[config.mk]
export PLATFORM = sky130hd
export DESIGN_NAME = eth_pkt_gen
export DESIGN_NICKNAME = d
export VERILOG_FILES = /design/src/design/eth_gen_pkg.sv /design/src/design/tx_beat_if.sv /design/src/design/eth_pkt_gen.sv /design/src/design/frame_assembler.sv /design/src/design/pkt_tx_ctrl.sv /design/src/design/payload_gen.sv /design/src/design/ipv4_header_build.sv /design/src/design/pkt_len_gen.sv
export SDC_FILE = /design/constraint.sdc
export NUM_CORES = 1
export LEC_CHECK = 0
export BUFFER_PORTS_ARGS = -buffer_cell sky130_fd_sc_hd__clkbuf_2
export CORE_MARGIN = 4
export CORE_UTILIZATION = 60
export CTS_CLUSTER_DIAMETER = 200
export DETAILED_ROUTE_END_ITERATION = 10
export GPL_ROUTABILITY_DRIVEN = 1
export PLACE_DENSITY = 0.92
export SYNTH_ARGS = -nofsm -noshare
export SYNTH_HDL_FRONTEND = slang
export SYNTH_HIERARCHICAL = 1
export SYNTH_SLANG_ARGS = --single-unit
[constraint.sdc]
create_clock -name i_clk -period 12.62 [get_ports i_clk]
set_input_delay 0.631 -clock i_clk [delete_from_list [all_inputs] [get_ports i_clk]]
set_output_delay 0.631 -clock i_clk [all_outputs]
set_load 0.01 [all_outputs]
[src/design/eth_gen_pkg.sv]
// Stream widths, frame lengths, header types and defaults, checksum and LFSR functions
package eth_gen_pkg;

    // ------------------------------
    // Stream and length constants
    // ------------------------------
    localparam int DATA_WIDTH = 256;
    localparam int BYTE_WIDTH = DATA_WIDTH / 8;
    localparam int MOD_WIDTH  = $clog2(BYTE_WIDTH);
    localparam int LEN_WIDTH  = 16;

    localparam logic [LEN_WIDTH-1:0] MIN_PAYLOAD_LEN = 16'd46;
    localparam logic [LEN_WIDTH-1:0] MAX_PAYLOAD_LEN = 16'd1500;
    localparam logic [LEN_WIDTH-1:0] LEN_SPAN        = MAX_PAYLOAD_LEN - MIN_PAYLOAD_LEN;

    localparam int MAC_HDR_BYTES     = 14;
    localparam int IP_HDR_BYTES      = 20;
    localparam int HDR_WIDTH         = (MAC_HDR_BYTES + IP_HDR_BYTES) * 8;
    // MAC plus IPv4 header is 34 bytes, so 2 bytes spill into the second beat
    localparam int HDR_OVERFLOW_BITS = HDR_WIDTH - DATA_WIDTH;

    localparam logic [15:0] LEN_LFSR_SEED = 16'h17C2;
    localparam logic [15:0] PAYLOAD_SEED  = 16'hACE1;

    // Kind of beat requested from the frame assembler
    typedef enum logic [1:0] {
        BEAT_HEADER,
        BEAT_SECOND,
        BEAT_PAYLOAD
    } beat_kind_t;

    // ------------------------------
    // Header layouts
    // ------------------------------
    typedef struct packed {
        logic [47:0] dst_mac;
        logic [47:0] src_mac;
        logic [15:0] ethertype;
    } mac_header_t;

    typedef struct packed {
        logic [7:0]  ver_ihl;
        logic [7:0]  tos;
        logic [15:0] total_len;
        logic [15:0] id;
        logic [15:0] flags_frag;
        logic [7:0]  ttl;
        logic [7:0]  protocol;
        logic [15:0] checksum;
        logic [31:0] src_addr;
        logic [31:0] dst_addr;
    } ip_header_t;

    // Locally administered addresses, UDP over IPv4
    localparam mac_header_t MAC_HEADER_DEFAULT = '{
        dst_mac:   48'h02_00_00_00_00_01,
        src_mac:   48'h02_00_00_00_00_02,
        ethertype: 16'h0800
    };

    localparam ip_header_t IP_HEADER_DEFAULT = '{
        ver_ihl:    8'h45,
        tos:        8'h00,
        total_len:  16'h0000,
        id:         16'h1234,
        flags_frag: 16'h4000,
        ttl:        8'h40,
        protocol:   8'h11,
        checksum:   16'h0000,
        src_addr:   32'hC0A8_0001,
        dst_addr:   32'hC0A8_0002
    };

    // Ones-complement sum of the ten header words, inverted
    // Expects the checksum field of hdr to be zero
    function automatic logic [15:0] ip_checksum(input ip_header_t hdr);
        logic [159:0] flat;
        logic [31:0]  sum;
        flat = hdr;
        sum  = '0;
        for (int i = 0; i < 10; i++) begin
            sum = sum + {16'h0000, flat[16*i +: 16]};
        end
        // Two folds cover the carries of ten words
        sum = {16'h0000, sum[15:0]} + {16'h0000, sum[31:16]};
        sum = {16'h0000, sum[15:0]} + {16'h0000, sum[31:16]};
        return ~sum[15:0];
    endfunction

    // Fibonacci LFSR, taps 16 14 13 11
    function automatic logic [15:0] lfsr16_next(input logic [15:0] state);
        return {state[14:0], state[15] ^ state[13] ^ state[12] ^ state[10]};
    endfunction

endpackage
[src/design/tx_beat_if.sv]
// Beat command interface between the frame controller and the frame assembler
`timescale 1ns/1ns

interface tx_beat_if import eth_gen_pkg::*; ();

    logic                 can_accept;
    logic                 beat_valid;
    beat_kind_t           beat_kind;
    logic                 beat_last;
    logic [MOD_WIDTH-1:0] beat_mod;

    // Command taken whenever beat_valid and can_accept are both high
    modport ctrl (
        input  can_accept,
        output beat_valid, beat_kind, beat_last, beat_mod
    );

    modport asm (
        output can_accept,
        input  beat_valid, beat_kind, beat_last, beat_mod
    );

endinterface

[src/design/eth_pkt_gen.sv]
// Top level of the Ethernet IPv4 test frame generator
`timescale 1ns/1ns

module eth_pkt_gen import eth_gen_pkg::*; (
    input  logic                  i_clk,
    input  logic                  i_reset_n,
    input  logic                  i_start,
    input  logic                  i_enable,
    input  logic                  i_hold_eop,
    input  logic                  i_random_len,
    input  logic [LEN_WIDTH-1:0]  i_fixed_len,
    input  logic                  i_linear_payload,
    input  logic [31:0]           i_pkt_num,
    input  logic                  i_ready,
    output logic                  o_valid,
    output logic [DATA_WIDTH-1:0] o_data,
    output logic                  o_sop,
    output logic                  o_eop,
    output logic [MOD_WIDTH-1:0]  o_mod
);

    logic [LEN_WIDTH-1:0]  payload_len;
    logic                  load_len;
    logic [HDR_WIDTH-1:0]  header;
    logic                  payload_advance;
    logic [DATA_WIDTH-1:0] payload_word;

    tx_beat_if beat_if ();

    pkt_len_gen len_gen_i (
        .i_clk         (i_clk),
        .i_reset_n     (i_reset_n),
        .i_random_len  (i_random_len),
        .i_fixed_len   (i_fixed_len),
        .o_payload_len (payload_len)
    );

    ipv4_header_build hdr_build_i (
        .i_clk         (i_clk),
        .i_reset_n     (i_reset_n),
        .i_load_len    (load_len),
        .i_payload_len (payload_len),
        .o_header      (header)
    );

    payload_gen payload_gen_i (
        .i_clk          (i_clk),
        .i_reset_n      (i_reset_n),
        .i_advance      (payload_advance),
        .i_linear       (i_linear_payload),
        .o_payload_word (payload_word)
    );

    pkt_tx_ctrl tx_ctrl_i (
        .i_clk             (i_clk),
        .i_reset_n         (i_reset_n),
        .i_start           (i_start),
        .i_enable          (i_enable),
        .i_hold_eop        (i_hold_eop),
        .i_pkt_num         (i_pkt_num),
        .i_payload_len     (payload_len),
        .o_load_len        (load_len),
        .o_payload_advance (payload_advance),
        .beat              (beat_if.ctrl)
    );

    frame_assembler assembler_i (
        .i_clk          (i_clk),
        .i_reset_n      (i_reset_n),
        .i_header       (header),
        .i_payload_word (payload_word),
        .i_ready        (i_ready),
        .beat           (beat_if.asm),
        .o_valid        (o_valid),
        .o_data         (o_data),
        .o_sop          (o_sop),
        .o_eop          (o_eop),
        .o_mod          (o_mod)
    );

endmodule

[src/design/frame_assembler.sv]
// Output stage: beat forming, byte reversal and stream register
`timescale 1ns/1ns

module frame_assembler import eth_gen_pkg::*; (
    input  logic                  i_clk,
    input  logic                  i_reset_n,
    input  logic [HDR_WIDTH-1:0]  i_header,
    input  logic [DATA_WIDTH-1:0] i_payload_word,
    input  logic                  i_ready,
    tx_beat_if.asm                beat,
    output logic                  o_valid,
    output logic [DATA_WIDTH-1:0] o_data,
    output logic                  o_sop,
    output logic                  o_eop,
    output logic [MOD_WIDTH-1:0]  o_mod
);

    logic [DATA_WIDTH-1:0] formed;
    logic [DATA_WIDTH-1:0] reversed;
    logic                  take;

    // Register free, or its beat leaves this cycle
    assign beat.can_accept = ~o_valid | i_ready;
    assign take            = beat.beat_valid & beat.can_accept;

    // Formed word is in frame order from the MSB down
    always_comb begin
        case (beat.beat_kind)
            BEAT_HEADER: formed = i_header[HDR_WIDTH-1 -: DATA_WIDTH];
            BEAT_SECOND: formed = {i_header[HDR_OVERFLOW_BITS-1:0],
                                   i_payload_word[DATA_WIDTH-1 -: DATA_WIDTH-HDR_OVERFLOW_BITS]};
            default:     formed = i_payload_word;
        endcase
    end

    // Frame byte 0 ends up in bits 7:0
    always_comb begin
        for (int i = 0; i < BYTE_WIDTH; i++) begin
            reversed[8*i +: 8] = formed[DATA_WIDTH-1-8*i -: 8];
        end
    end

    // ------------------------------
    // Stream register
    // ------------------------------
    always_ff @(posedge i_clk) begin
        if (!i_reset_n) begin
            o_valid <= 1'b0;
            o_sop   <= 1'b0;
            o_eop   <= 1'b0;
            o_mod   <= '0;
        end else if (take) begin
            o_valid <= 1'b1;
            o_sop   <= (beat.beat_kind == BEAT_HEADER);
            o_eop   <= beat.beat_last;
            o_mod   <= beat.beat_mod;
        end else if (i_ready) begin
            o_valid <= 1'b0;
            o_sop   <= 1'b0;
            o_eop   <= 1'b0;
            o_mod   <= '0;
        end
    end

    always_ff @(posedge i_clk) begin
        if (take) begin
            o_data <= reversed;
        end
    end

endmodule

[src/design/pkt_tx_ctrl.sv]
// Frame controller: start detect, frame FSM, byte and packet counters
`timescale 1ns/1ns

module pkt_tx_ctrl import eth_gen_pkg::*; (
    input  logic                 i_clk,
    input  logic                 i_reset_n,
    input  logic                 i_start,
    input  logic                 i_enable,
    input  logic                 i_hold_eop,
    input  logic [31:0]          i_pkt_num,
    input  logic [LEN_WIDTH-1:0] i_payload_len,
    output logic                 o_load_len,
    output logic                 o_payload_advance,
    tx_beat_if.ctrl              beat
);

    typedef enum logic [2:0] {
        ST_IDLE,
        ST_SOP,
        ST_PAYLOAD,
        ST_EOP,
        ST_GAP
    } state_t;

    state_t               state_q;
    state_t               state_d;
    logic [1:0]           start_sync_q;
    logic                 start_prev_q;
    logic                 start_pulse_q;
    logic [LEN_WIDTH-1:0] remain_q;
    logic [31:0]          pkt_cnt_q;
    logic                 second_pend_q;
    logic                 issue;
    logic                 more_after;
    logic                 limit_hit;

    // ------------------------------
    // Start synchronizer and edge
    // ------------------------------
    always_ff @(posedge i_clk) begin
        if (!i_reset_n) begin
            start_sync_q  <= '0;
            start_prev_q  <= 1'b0;
            start_pulse_q <= 1'b0;
        end else begin
            start_sync_q  <= {start_sync_q[0], i_start};
            start_prev_q  <= start_sync_q[1];
            start_pulse_q <= start_sync_q[1] & ~start_prev_q;
        end
    end

    // Length is sampled once per frame, header and byte count together
    assign o_load_len = (state_q == ST_IDLE && start_pulse_q) || state_q == ST_GAP;

    // ------------------------------
    // Beat commands
    // ------------------------------
    always_comb begin
        beat.beat_valid = 1'b0;
        beat.beat_kind  = second_pend_q ? BEAT_SECOND : BEAT_PAYLOAD;
        case (state_q)
            ST_SOP: begin
                beat.beat_valid = i_enable;
                beat.beat_kind  = BEAT_HEADER;
            end
            ST_PAYLOAD: beat.beat_valid = 1'b1;
            ST_EOP:     beat.beat_valid = ~i_hold_eop;
            default:    beat.beat_valid = 1'b0;
        endcase
    end

    // A mod of 0 on a full last beat falls out of the low bits
    assign beat.beat_last = (remain_q <= LEN_WIDTH'(BYTE_WIDTH));
    assign beat.beat_mod  = beat.beat_last ? remain_q[MOD_WIDTH-1:0] : '0;

    assign issue             = beat.beat_valid & beat.can_accept;
    assign o_payload_advance = issue && (beat.beat_kind != BEAT_HEADER);
    assign more_after        = (remain_q > LEN_WIDTH'(2 * BYTE_WIDTH));
    assign limit_hit         = (i_pkt_num != 32'd0) && (pkt_cnt_q == i_pkt_num);

    // ------------------------------
    // Frame FSM
    // ------------------------------
    always_comb begin
        state_d = state_q;
        case (state_q)
            ST_IDLE: begin
                if (start_pulse_q) state_d = ST_SOP;
            end
            ST_SOP, ST_PAYLOAD: begin
                if (issue) state_d = more_after ? ST_PAYLOAD : ST_EOP;
            end
            ST_EOP: begin
                if (issue) state_d = ST_GAP;
            end
            ST_GAP:  state_d = limit_hit ? ST_IDLE : ST_SOP;
            default: state_d = ST_IDLE;
        endcase
    end

    always_ff @(posedge i_clk) begin
        if (!i_reset_n) begin
            state_q       <= ST_IDLE;
            remain_q      <= '0;
            pkt_cnt_q     <= '0;
            second_pend_q <= 1'b0;
        end else begin
            state_q <= state_d;
            if (o_load_len) begin
                remain_q <= i_payload_len + LEN_WIDTH'(MAC_HDR_BYTES);
            end else if (issue) begin
                remain_q <= remain_q - LEN_WIDTH'(BYTE_WIDTH);
            end
            // Packet count restarts on every start
            if (state_q == ST_IDLE && start_pulse_q) begin
                pkt_cnt_q <= '0;
            end else if (issue && state_q == ST_SOP) begin
                pkt_cnt_q <= pkt_cnt_q + 32'd1;
            end
            if (issue) begin
                second_pend_q <= (state_q == ST_SOP);
            end
        end
    end

endmodule

[src/design/payload_gen.sv]
// Linear count or pseudo-random payload word generator
`timescale 1ns/1ns

module payload_gen import eth_gen_pkg::*; (
    input  logic                  i_clk,
    input  logic                  i_reset_n,
    input  logic                  i_advance,
    input  logic                  i_linear,
    output logic [DATA_WIDTH-1:0] o_payload_word
);

    logic [7:0]            base_q;
    logic [15:0]           lfsr_q;
    logic [15:0]           chain [0:BYTE_WIDTH];
    logic [DATA_WIDTH-1:0] lin_word;
    logic [DATA_WIDTH-1:0] rnd_word;

    // Byte k counts from the MSB end, which is frame order
    always_comb begin
        chain[0] = lfsr_q;
        for (int k = 0; k < BYTE_WIDTH; k++) begin
            chain[k+1]                        = lfsr16_next(chain[k]);
            lin_word[DATA_WIDTH-1-8*k -: 8] = base_q + 8'(k);
            rnd_word[DATA_WIDTH-1-8*k -: 8] = chain[k][7:0];
        end
    end

    assign o_payload_word = i_linear ? lin_word : rnd_word;

    always_ff @(posedge i_clk) begin
        if (!i_reset_n) begin
            base_q <= '0;
            lfsr_q <= PAYLOAD_SEED;
        end else if (i_advance) begin
            base_q <= base_q + 8'(BYTE_WIDTH);
            lfsr_q <= chain[BYTE_WIDTH];
        end
    end

endmodule

[src/design/ipv4_header_build.sv]
// MAC and IPv4 header builder with total length and checksum
`timescale 1ns/1ns

module ipv4_header_build import eth_gen_pkg::*; (
    input  logic                 i_clk,
    input  logic                 i_reset_n,
    input  logic                 i_load_len,
    input  logic [LEN_WIDTH-1:0] i_payload_len,
    output logic [HDR_WIDTH-1:0] o_header
);

    logic [LEN_WIDTH-1:0] total_len_q;
    ip_header_t           ip_base;
    ip_header_t           ip_hdr;

    // Ethernet payload length already counts the IP header,
    // so it is the IP total length as is
    always_ff @(posedge i_clk) begin
        if (!i_reset_n) begin
            total_len_q <= '0;
        end else if (i_load_len) begin
            total_len_q <= i_payload_len;
        end
    end

    always_comb begin
        ip_base           = IP_HEADER_DEFAULT;
        ip_base.total_len = total_len_q;
    end

    always_comb begin
        ip_hdr          = ip_base;
        ip_hdr.checksum = ip_checksum(ip_base);
    end

    // MAC header in the most significant bytes, frame byte 0 at the top
    assign o_header = {MAC_HEADER_DEFAULT, ip_hdr};

endmodule

[src/design/pkt_len_gen.sv]
// Random payload length pipeline with fixed length select
`timescale 1ns/1ns

module pkt_len_gen import eth_gen_pkg::*; (
    input  logic                 i_clk,
    input  logic                 i_reset_n,
    input  logic                 i_random_len,
    input  logic [LEN_WIDTH-1:0] i_fixed_len,
    output logic [LEN_WIDTH-1:0] o_payload_len
);

    logic [15:0]          lfsr_q;
    logic [31:0]          scaled_q;
    logic [31:0]          offset_q;
    logic [LEN_WIDTH-1:0] rand_len;

    always_ff @(posedge i_clk) begin
        if (!i_reset_n) begin
            lfsr_q <= LEN_LFSR_SEED;
        end else begin
            lfsr_q <= lfsr16_next(lfsr_q);
        end
    end

    // State times span is a 16.16 fixed-point fraction of the span
    always_ff @(posedge i_clk) begin
        scaled_q <= lfsr_q * LEN_SPAN;
        offset_q <= scaled_q + {MIN_PAYLOAD_LEN, 16'h0000};
    end

    // Round to nearest on the fraction MSB
    assign rand_len = offset_q[31:16] + {15'd0, offset_q[15]};

    always_ff @(posedge i_clk) begin
        if (!i_reset_n) begin
            o_payload_len <= MIN_PAYLOAD_LEN;
        end else begin
            o_payload_len <= i_random_len ? rand_len : i_fixed_len;
        end
    end

endmodule

; ---- Word-level counts from Yosys, hierarchy flattened
; Cells that the tools add are included.
[classes]
bitwise = 107
n_eq_ne = 9
n_reduce_logical = 14
n_mux = 21
n_lt_le_gt_ge = 2
n_mul = 1
n_addsub = 41
[op_table]
columns = op, n
row1 = 256-bit case mux with 2 select lines, 1
row2 = 256-bit 2-to-1 mux, 1
row3 = 8-bit by 5-bit adder with 8-bit output (second input constant), 16
row4 = 1-bit bitwise XOR, 99
row5 = 8-bit by 4-bit adder with 8-bit output (second input constant), 8
row6 = 16-bit 2-to-1 mux, 3
row7 = 16-bit by 1-bit adder with 16-bit output, 2
row8 = 32-bit by 1-bit adder with 32-bit output (second input constant), 1
row9 = 8-bit by 3-bit adder with 8-bit output (second input constant), 4
row10 = 32-bit == test, 1
row11 = 32-bit nonzero test, 1
row12 = 27-bit by 22-bit adder with 28-bit output (second input constant), 1
row13 = 16-bit by 10-bit multiplier with 26-bit output (second input constant), 1
row14 = 19-bit by 15-bit adder with 20-bit output (second input constant), 1
row15 = 18-bit by 16-bit adder with 19-bit output (first input constant), 1
row16 = 16-bit by 4-bit adder with 17-bit output, 1
row17 = 16-bit by 4-bit adder with 16-bit output (second input constant), 1
row18 = 8-bit by 2-bit adder with 8-bit output (second input constant), 2
row19 = 16-bit by 7-bit greater-than comparator with 1-bit output (second input constant), 1
row20 = 16-bit by 6-bit less-or-equal comparator with 1-bit output (second input constant), 1
row21 = 16-bit NOT, 1
row22 = 16-bit by 6-bit subtractor with 16-bit output (second input constant), 1
row23 = 5-bit 2-to-1 mux, 3
row24 = 3-bit case mux with 4 select lines, 1
row25 = other kinds (21), 42
[word_totals]
out_inout_bits = 264
reg_bits = 450
input_bits = 56
word_cells = 214

; ---- Logic depth before layout (Yosys ltp)
; Gate-level depths: netlist of the first run.
[depth]
word_depth = 11
ltp_mapped = 23
depth_no_buf = 21

; ---- By module
; The synthesis of the first run kept the hierarchy.
[modules_own_cells]
columns = module, instances, area_per_inst_um2, cells_per_inst, seq_area_each_um2
row1 = frame_assembler, 1, 13514.2, 1148, 7847.5
row2 = pkt_len_gen, 1, 5220.0, 522, 1141.1
row3 = ipv4_header_build, 1, 3673.5, 463, 320.3
row4 = pkt_tx_ctrl, 1, 3423.3, 426, 1121.1
row5 = payload_gen, 1, 3362.0, 476, 380.4

; ---- Worst setup path before layout of the first run
; No wires, ideal clock.
[synth_path]
kind = input to register
startpoint = input port i_hold_eop
endpoint = register assembler_i.o_data[0], enable pin
required_ns = 12.111
path_buffers = 2
path_stages = 5
setup_time_ns = 0.509
arrival_time_ns = 4.435
setup_slack_ns = 7.676
path_cell_list = a21bo_2 > a21oi_1 > clkbuf_1 > and2_1 > buf_2
[synth_between]
elab_chain_cells = 3
[synth_rtl]
columns = item, line_no
row1 = start: declaration, eth_pkt_gen.sv:9  ; input logic i_hold_eop,
row2 = 1-bit NOT, pkt_tx_ctrl.sv:67  ; ST_EOP: beat.beat_valid = ~i_hold_eop;
row3 = 1-bit case mux with 3 select lines, pkt_tx_ctrl.sv:61  ; case (state_q)
row4 = net beat_if.beat_valid, tx_beat_if.sv:7  ; logic beat_valid;
row5 = 1-bit AND, frame_assembler.sv:24  ; assign take = beat.beat_valid & beat.can_accept;
row6 = net assembler_i.take, frame_assembler.sv:20  ; logic take;
row7 = end signal: assignment, frame_assembler.sv:67  ; o_data <= reversed;
row8 = end: declaration, frame_assembler.sv:12  ; output logic [DATA_WIDTH-1:0] o_data,
; The timed path passes the listed nets, and every way through them passes these cells.
; A chain may end at the register's enable or synchronous reset.

; ---- Worst setup path after layout of the first run
[layout_path]
startpoint = register hdr_build_i.total_len_q[3]
endpoint = register assembler_i.o_data[198], data pin
[layout_between]
elab_chain_cells = 6
[layout_rtl]
columns = item, line_no
row1 = start: declaration, ipv4_header_build.sv:12  ; logic [LEN_WIDTH-1:0] total_len_q;
row2 = start signal: assignment, ipv4_header_build.sv:22  ; total_len_q <= i_payload_len;
row3 = 18-bit by 16-bit adder with 19-bit output, eth_gen_pkg.sv:82  ; sum = sum + {16'h0000, flat[16*i +: 16]};
row4 = 19-bit by 15-bit adder with 20-bit output, eth_gen_pkg.sv:82
row5 = 16-bit by 4-bit adder with 17-bit output, eth_gen_pkg.sv:85  ; sum = {16'h0000, sum[15:0]} + {16'h0000, sum[31:16]};
row6 = 16-bit by 1-bit adder with 16-bit output, eth_gen_pkg.sv:86  ; sum = {16'h0000, sum[15:0]} + {16'h0000, sum[31:16]};
row7 = 16-bit NOT, eth_gen_pkg.sv:87  ; return ~sum[15:0];
row8 = net header[78], eth_pkt_gen.sv:24  ; logic [HDR_WIDTH-1:0] header;
row9 = 256-bit case mux with 2 select lines, frame_assembler.sv:28  ; case (beat.beat_kind)
row10 = net assembler_i.formed[62], frame_assembler.sv:18  ; logic [DATA_WIDTH-1:0] formed;
; The timed path passes the listed nets, and every way through them passes these cells.

==> run metrics, run 1 <==
clock tree buffer depth 3; first-pass GRT wire length 110400 um; async set-reset flop share out of synthesis 0%; WL final 70600 um; unrepaired setup endpoints after global routing no; Hold-fix buffers, CTS 0; Initial DRC Count 1947; largest net degree at the start of global routing 297; I/O pin count 320; synth unique cells 91; number of global-route vias before repair 20120; core area 47950 um2; hold crit path type primary input to register; Syn Inst Count 3035; length of the first detailed-routing pass in iterations 6; Via density 5.498; Buf+Inv Stages, Crit Path 1; HPWL Detailed 51010 um; Post-synth top flop edfxtp_1; Initial Util 60.89%; Fillers 3709; endpoint type of the worst setup path register; die area 52250 um2; diode count 0; Max rail drop VDD 0.1313 mV; GR Overflow Total 0; Power Dens Cells 157.2 nW/um2; Post-Syn Area 29190 um2; TritonCTS Buffers 44; PnR worst setup slack 7.598 ns; Seq cells post-synth 412; total number of vias 20940; register area share after synthesis 37.03%; fin. max-slew vios 0; Hold Vio Cnt, Final 0; post-cts repair resize count 0; GRT Resource Usage Total 26.18%; Clock Pin Slew Worst Setup and Hold Paths 0.06 ns; Setup Buffers After CTS 0; Port Buffers 319; # rows 80; fin nets 3378; Most common cell on crit path ha_1; CTS tree built; Rel. slew slack 20.56%; period utilization 39.80%; critical path, cell by cell o211a_2, o21ai_1, a21oi_1, o21a_1, ha_1, inv_1, ha_1, nor4b_2, nand2_1, a21oi_4, o211ai_2, nor4b_1, ha_1, ha_1, nand2_1, or3_4, nor4_2, xor2_1, mux2i_1, o21ai_0; worst skew pair latency 0.58 ns; Die Height 228.6 um; Die Span X 228.6 um; H-tree levels 2; routability congestion estimate 0.9126; Mean Syn Cell Area 9.619 um2; multi-input logic area 15150 um2; outcome complete, no violations; fin crit period 5.022 ns; yosys warns 6; final setup fails 0; Post-synth EDFFs 256; Leakage 13.16 nW; CP Launch Type register; Crit Path Category register to register; delay-heaviest family, CP simple AND/OR/NAND/NOR gates; Largest stage delay, worst path 0.66 ns; Critical Path Fanout Max 13; # DRC 0; Util after Layout 63.58%; area grow syn2layout 4.427%; PnR Total Power 4.791 mW; register cell area after layout 10810 um2; fmax 199.1 MHz; worst path required time 12.91 ns; Slew @ Worst Pin 1.190 ns; WL per Instance 18.54 um; Crit-path slowest cell dfxtp_1; total negative setup slack 0 ns; pre-CTS WS 7.672 ns; Data arrival, critical path 5.31 ns; Root Driver clkbuf_16; initial antenna violation count 1; Final Skew 0.01349 ns; CTS sink cnt 412; share of layout cells above drive strength 1 14.94%; ANT nets after route 0; Max-Cap Viols 0
-- per-layer routing --
metal | share of wire [%] | GRT usage (%)
met5 | 0.018 | 0
met4 | 3.8 | 9.127
met3 | 7.8 | 5.982
met2 | 49 | 44.79
met1 | 40 | 32.70
-- sequential cells by signal (all words and copies together) (netlist names), 13 cells and up --
name,count
assembler_i/o_data,256
hdr_build_i/total_len_q,16
len_gen_i/lfsr_q,16
len_gen_i/o_payload_len,16
len_gen_i/offset_q,13
payload_gen_i/lfsr_q,16
tx_ctrl_i/pkt_cnt_q,32
tx_ctrl_i/remain_q,16
-- cells in the mapped netlist (22+ instances only) --
library cell,instances,area [um2]
a21oi_1,50,250.2
and2_1,32,200.2
buf_2,31,155.2
buf_4,345,2590
buf_6,45,506.7
clkbuf_1,73,274.0
dfxtp_1,156,3123
edfxtp_1,256,7687
fa_1,55,1101
ha_1,108,1351
inv_1,161,604.3
mux2i_1,277,2773
nand2_1,437,1640
nand2b_1,51,319.1
nand3_1,37,185.2
nand4_1,29,181.4
nor2_1,65,244.0
nor2b_1,32,200.2
nor3_1,22,110.1
nor4_1,28,175.2
o21ai_0,260,1301
o21ai_1,33,165.2
xnor2_1,125,1095
xor2_1,79,691.9
-- kinds of logic after synthesis --
family	after synthesis	share of synthesized area, %
buffers and inverters	659	14.20
other	2	0.02573
flip-flops	412	37.03
AND/OR/NAND/NOR	845	14.13
adder cells (fa/ha/maj)	163	8.401
multiplexers	280	9.652
XOR/XNOR	226	7.569
AO/OA/AOI/OAI	448	8.992
-- path summary, 6_finish.rpt --
path,cells after the start,slack (ns),endpoint,from
worst min register to register,0,0.32,len_gen_i/offset_q[15],len_gen_i/scaled_q[15]
worst max register to register,20,7.60,assembler_i/o_data[198],hdr_build_i/total_len_q[3]
worst max-delay path,20,7.60,assembler_i/o_data[198],hdr_build_i/total_len_q[3]
worst min-delay path,2,0.26,tx_ctrl_i/start_sync_q[0],i_start
-- cells in the final DEF, fill, tap and decap left out, drive strengths merged, types with 19 or more instances in the layout --
master  Yosys  final
nand2     438    438
mux2i     278    278
edfxtp    256    256
clkinv      0     19
xnor2     140    140
nor4       29     29
clkbuf     73    374
o21ai     303    303
a21oi      53     53
and2       32     32
nand2b     51     51
conb        2    240
or2        30     30
nor3       24     24
xor2       81     81
nand4      29     29
nor2b      33     33
nand3      40     40
nor2       66     66
dfxtp     156    156
inv       162    165
ha        108    108
fa         55     55
-- report_power, final --
group | leakage [nW] | total [mW] | switching [mW] | internal [mW]
sequential | 3.60 | 1.73 | 0.0939 | 1.64
clock | 0.691 | 1.28 | 0.552 | 0.723
combinational | 8.87 | 1.78 | 1.09 | 0.691
total | 13.2 | 4.79 | 1.74 | 3.05
-- cell type report --
| type | count | area share [%] |
|---|---|---|
| Multi-Input combinational cell | 2202 | 49.70 |
| Clock inverter | 25 | 0.5746 |
| Clock buffer | 55 | 3.985 |
| Sequential cell | 412 | 35.46 |
| Tap cell | 615 | 2.524 |
| Timing Repair Buffer | 337 | 5.762 |
| Inverter | 162 | 1.995 |
-- per-stage QoR --
| step | instance area [um2] | hold slack (ns) | instances |
|---|---|---|---|
| floorplan | 30090 | 0.3096 | 3273 |
| global placement | 29100 | 0.3110 | 3728 |
| detailed placement | 29100 | 0.3121 | 3728 |
| CTS | 30490 | 0.2309 | 3808 |
| global route | 30490 | 0.2591 | 3808 |
| finish | 30490 | 0.2625 | 3808 |
(Power assumes the default switching activity.)
==> inputs of run 2 (changes only) <==
==> constraint.sdc (replaced) <==
create_clock -name i_clk -period 5 [get_ports i_clk]
set_input_delay 0.25 -clock i_clk [delete_from_list [all_inputs] [get_ports i_clk]]
set_output_delay 0.25 -clock i_clk [all_outputs]
set_load 0.01 [all_outputs]
==> run 2 against run 1 <==
Compared with the run above:
- hold slack got worse by 0.21 ns
- sequential power increased to 2.5 times the previous value
- sequential cell count did not move
- non-clock buffer count grew 24
- register-to-register slack lost 7.4 ns
- clock power rose to 2.6 times the previous value
- critical path type unchanged
==> run metrics, run 2 (synthesized netlist as in run 1, its figures left out) <==
H-tree levels 2; Crit Path Category register to register; total negative setup slack 0 ns; Reg2Reg Setup Slack 0.22 ns; final setup fails 0; Initial Util 60.89%; hold crit path type primary input to register; Die Height 228.6 um; Power Dens Cells 399.8 nW/um2; register bank with the most flops assembler_i/o_data; first-pass GRT wire length 110300 um; WL per Instance 18.57 um; Hold EP len_gen_i/o_payload_len[0]; TritonCTS Buffers 44; GR Overflow Total 0; Critical Path Fanout Max 7; fin nets 3402; critical path, cell by cell ha_1, xor2_1, ha_1, fa_1, fa_1, inv_1, fa_1, inv_1, ha_1, a21o_1, a21o_1, a21oi_1, a31oi_1, a21oi_1, xnor2_1; fin. max-slew vios 0; fin crit period 4.778 ns; diode count 0; Data arrival, critical path 5.27 ns; length of the first detailed-routing pass in iterations 9; Rel. slew slack 20.64%; area grow syn2layout 5.795%; Max-Cap Viols 0; worst hold path cell count 3; worst-case reg-to-reg path depth 15; HPWL Detailed 51620 um; ANT nets after route 0; Fillers 3557; Root Driver clkbuf_16; clock tree buffer depth 3; Final Skew 0.02540 ns; Clock Pin Slew Worst Setup and Hold Paths 0.06 ns; CTS tree built; pre-CTS WS 0.2570 ns; max reg flops 256; worst skew pair latency 0.58 ns; share of layout cells above drive strength 1 15.35%; Leakage 13.34 nW; Max rail drop VDD 0.3077 mV; die area 52250 um2; Port Buffers 319; HP Start i_fixed_len[0]; most frequent cells in the layout 437 x nand2_1, 319 x clkbuf_2, 277 x mux2i_1; reg-to-reg startpoint len_gen_i/lfsr_q[4]; CTS sink cnt 412; CP Launch Type register; Die Span X 228.6 um; initial antenna violation count 1; Largest stage delay, worst path 0.54 ns; core area 47950 um2; routability congestion estimate 0.9342; Via density 5.508; commonest non-fill, non-tap cell in the layout nand2_1; number of global-route vias before repair 20240; Slew @ Worst Pin 1.189 ns; worst path required time 5.50 ns; I/O pin count 320; Initial DRC Count 1869; Top Registers assembler_i/o_data (256), tx_ctrl_i/pkt_cnt_q (32); # rows 80; largest net degree at the start of global routing 192; Worst R2R End len_gen_i/scaled_q[21]; period utilization 95.57%; # DRC 0; WL final 71220 um; endpoint type of the worst setup path register; PnR worst setup slack 0.2216 ns; Hold Vio Cnt, Final 0; outcome complete, no violations; Setup Buffers After CTS 0; unrepaired setup endpoints after global routing no; fmax 209.3 MHz; Crit-path slowest cell fa_1; GRT Resource Usage Total 26.08%; total number of vias 21120
-- run 2: changes by cell type in the layout (fill, tap and decap cells not counted), sizes merged --
cell and delta:
buf +9, clkinv -3, inv -3, clkbuf +4, clkinvlp +1, bufinv +3, dlygate4sd3 +15
-- run 2: what timing repair did --
action / CTS / global route
hold endpoints to repair: 15 / 0
hold buffers: 15 / 0
gates resized for setup: 0 / 4
setup endpoints to repair: 0 / 6
-- run 2: cell type report --
class | count | area [um2] | area share [%]
Multi-Input combinational cell | 2202 | 15160 | 49.08
Sequential cell | 412 | 10810 | 35.01
Inverter | 162 | 608.1 | 1.969
Clock inverter | 23 | 259.0 | 0.8386
Clock buffer | 59 | 1240 | 4.015
Timing Repair Buffer | 361 | 2037 | 6.595
Tap cell | 615 | 769.5 | 2.491
-- run 2: routing by layer --
metal	global-route usage, %	part of all wire (%)
met1	32.80	40
met2	44.95	49
met4	9.434	3.9
met3	4.960	7.5
met5	0	0.018
-- run 2: how the worst max path moves through the flow --
stage | from | to
2_1_floorplan | tx_ctrl_i/state_q[1] | assembler_i/o_data[0]
3_3_place_gp | len_gen_i/lfsr_q[7] | len_gen_i/scaled_q[25]
3_5_place_dp | hdr_build_i/total_len_q[10] | assembler_i/o_data[194]
4_1_cts | hdr_build_i/total_len_q[10] | assembler_i/o_data[194]
5_1_grt | len_gen_i/lfsr_q[1] | len_gen_i/scaled_q[21]
6_report | len_gen_i/lfsr_q[4] | len_gen_i/scaled_q[21]
-- run 2: where the power goes --
| part | switching [mW] | internal, mW | total (mW) |
|---|---|---|---|
| Clock | 1.39 | 2.01 | 3.39 |
| Sequential | 0.240 | 4.14 | 4.38 |
| Combinational | 2.81 | 1.76 | 4.58 |
| Total | 4.44 | 7.91 | 12.3 |
-- run 2: critical path: cells and delay by family (launching register included) --
kind / cells / cell delay (ns)
buf+inv: 2 / 0.09
flops: 1 / 0.50
xor+xnor: 2 / 0.36
fa+ha+maj: 6 / 2.53
compound gates: 5 / 1.20
-- run 2: stage by stage --
stage	cells	total power [mW]	instance area, um2	hold slack (ns)	utilization (%)
2_1_floorplan	3273	8.109	30090	0.3096	-
3_3_place_gp	3737	8.687	29230	0.3107	60.96
3_5_place_dp	3737	8.852	29230	0.3121	60.96
4_1_cts	3834	12.29	30870	0.01551	64.39
5_1_grt	3834	13.04	30880	0.04515	64.42
6_report	3834	12.35	30880	0.04751	64.42
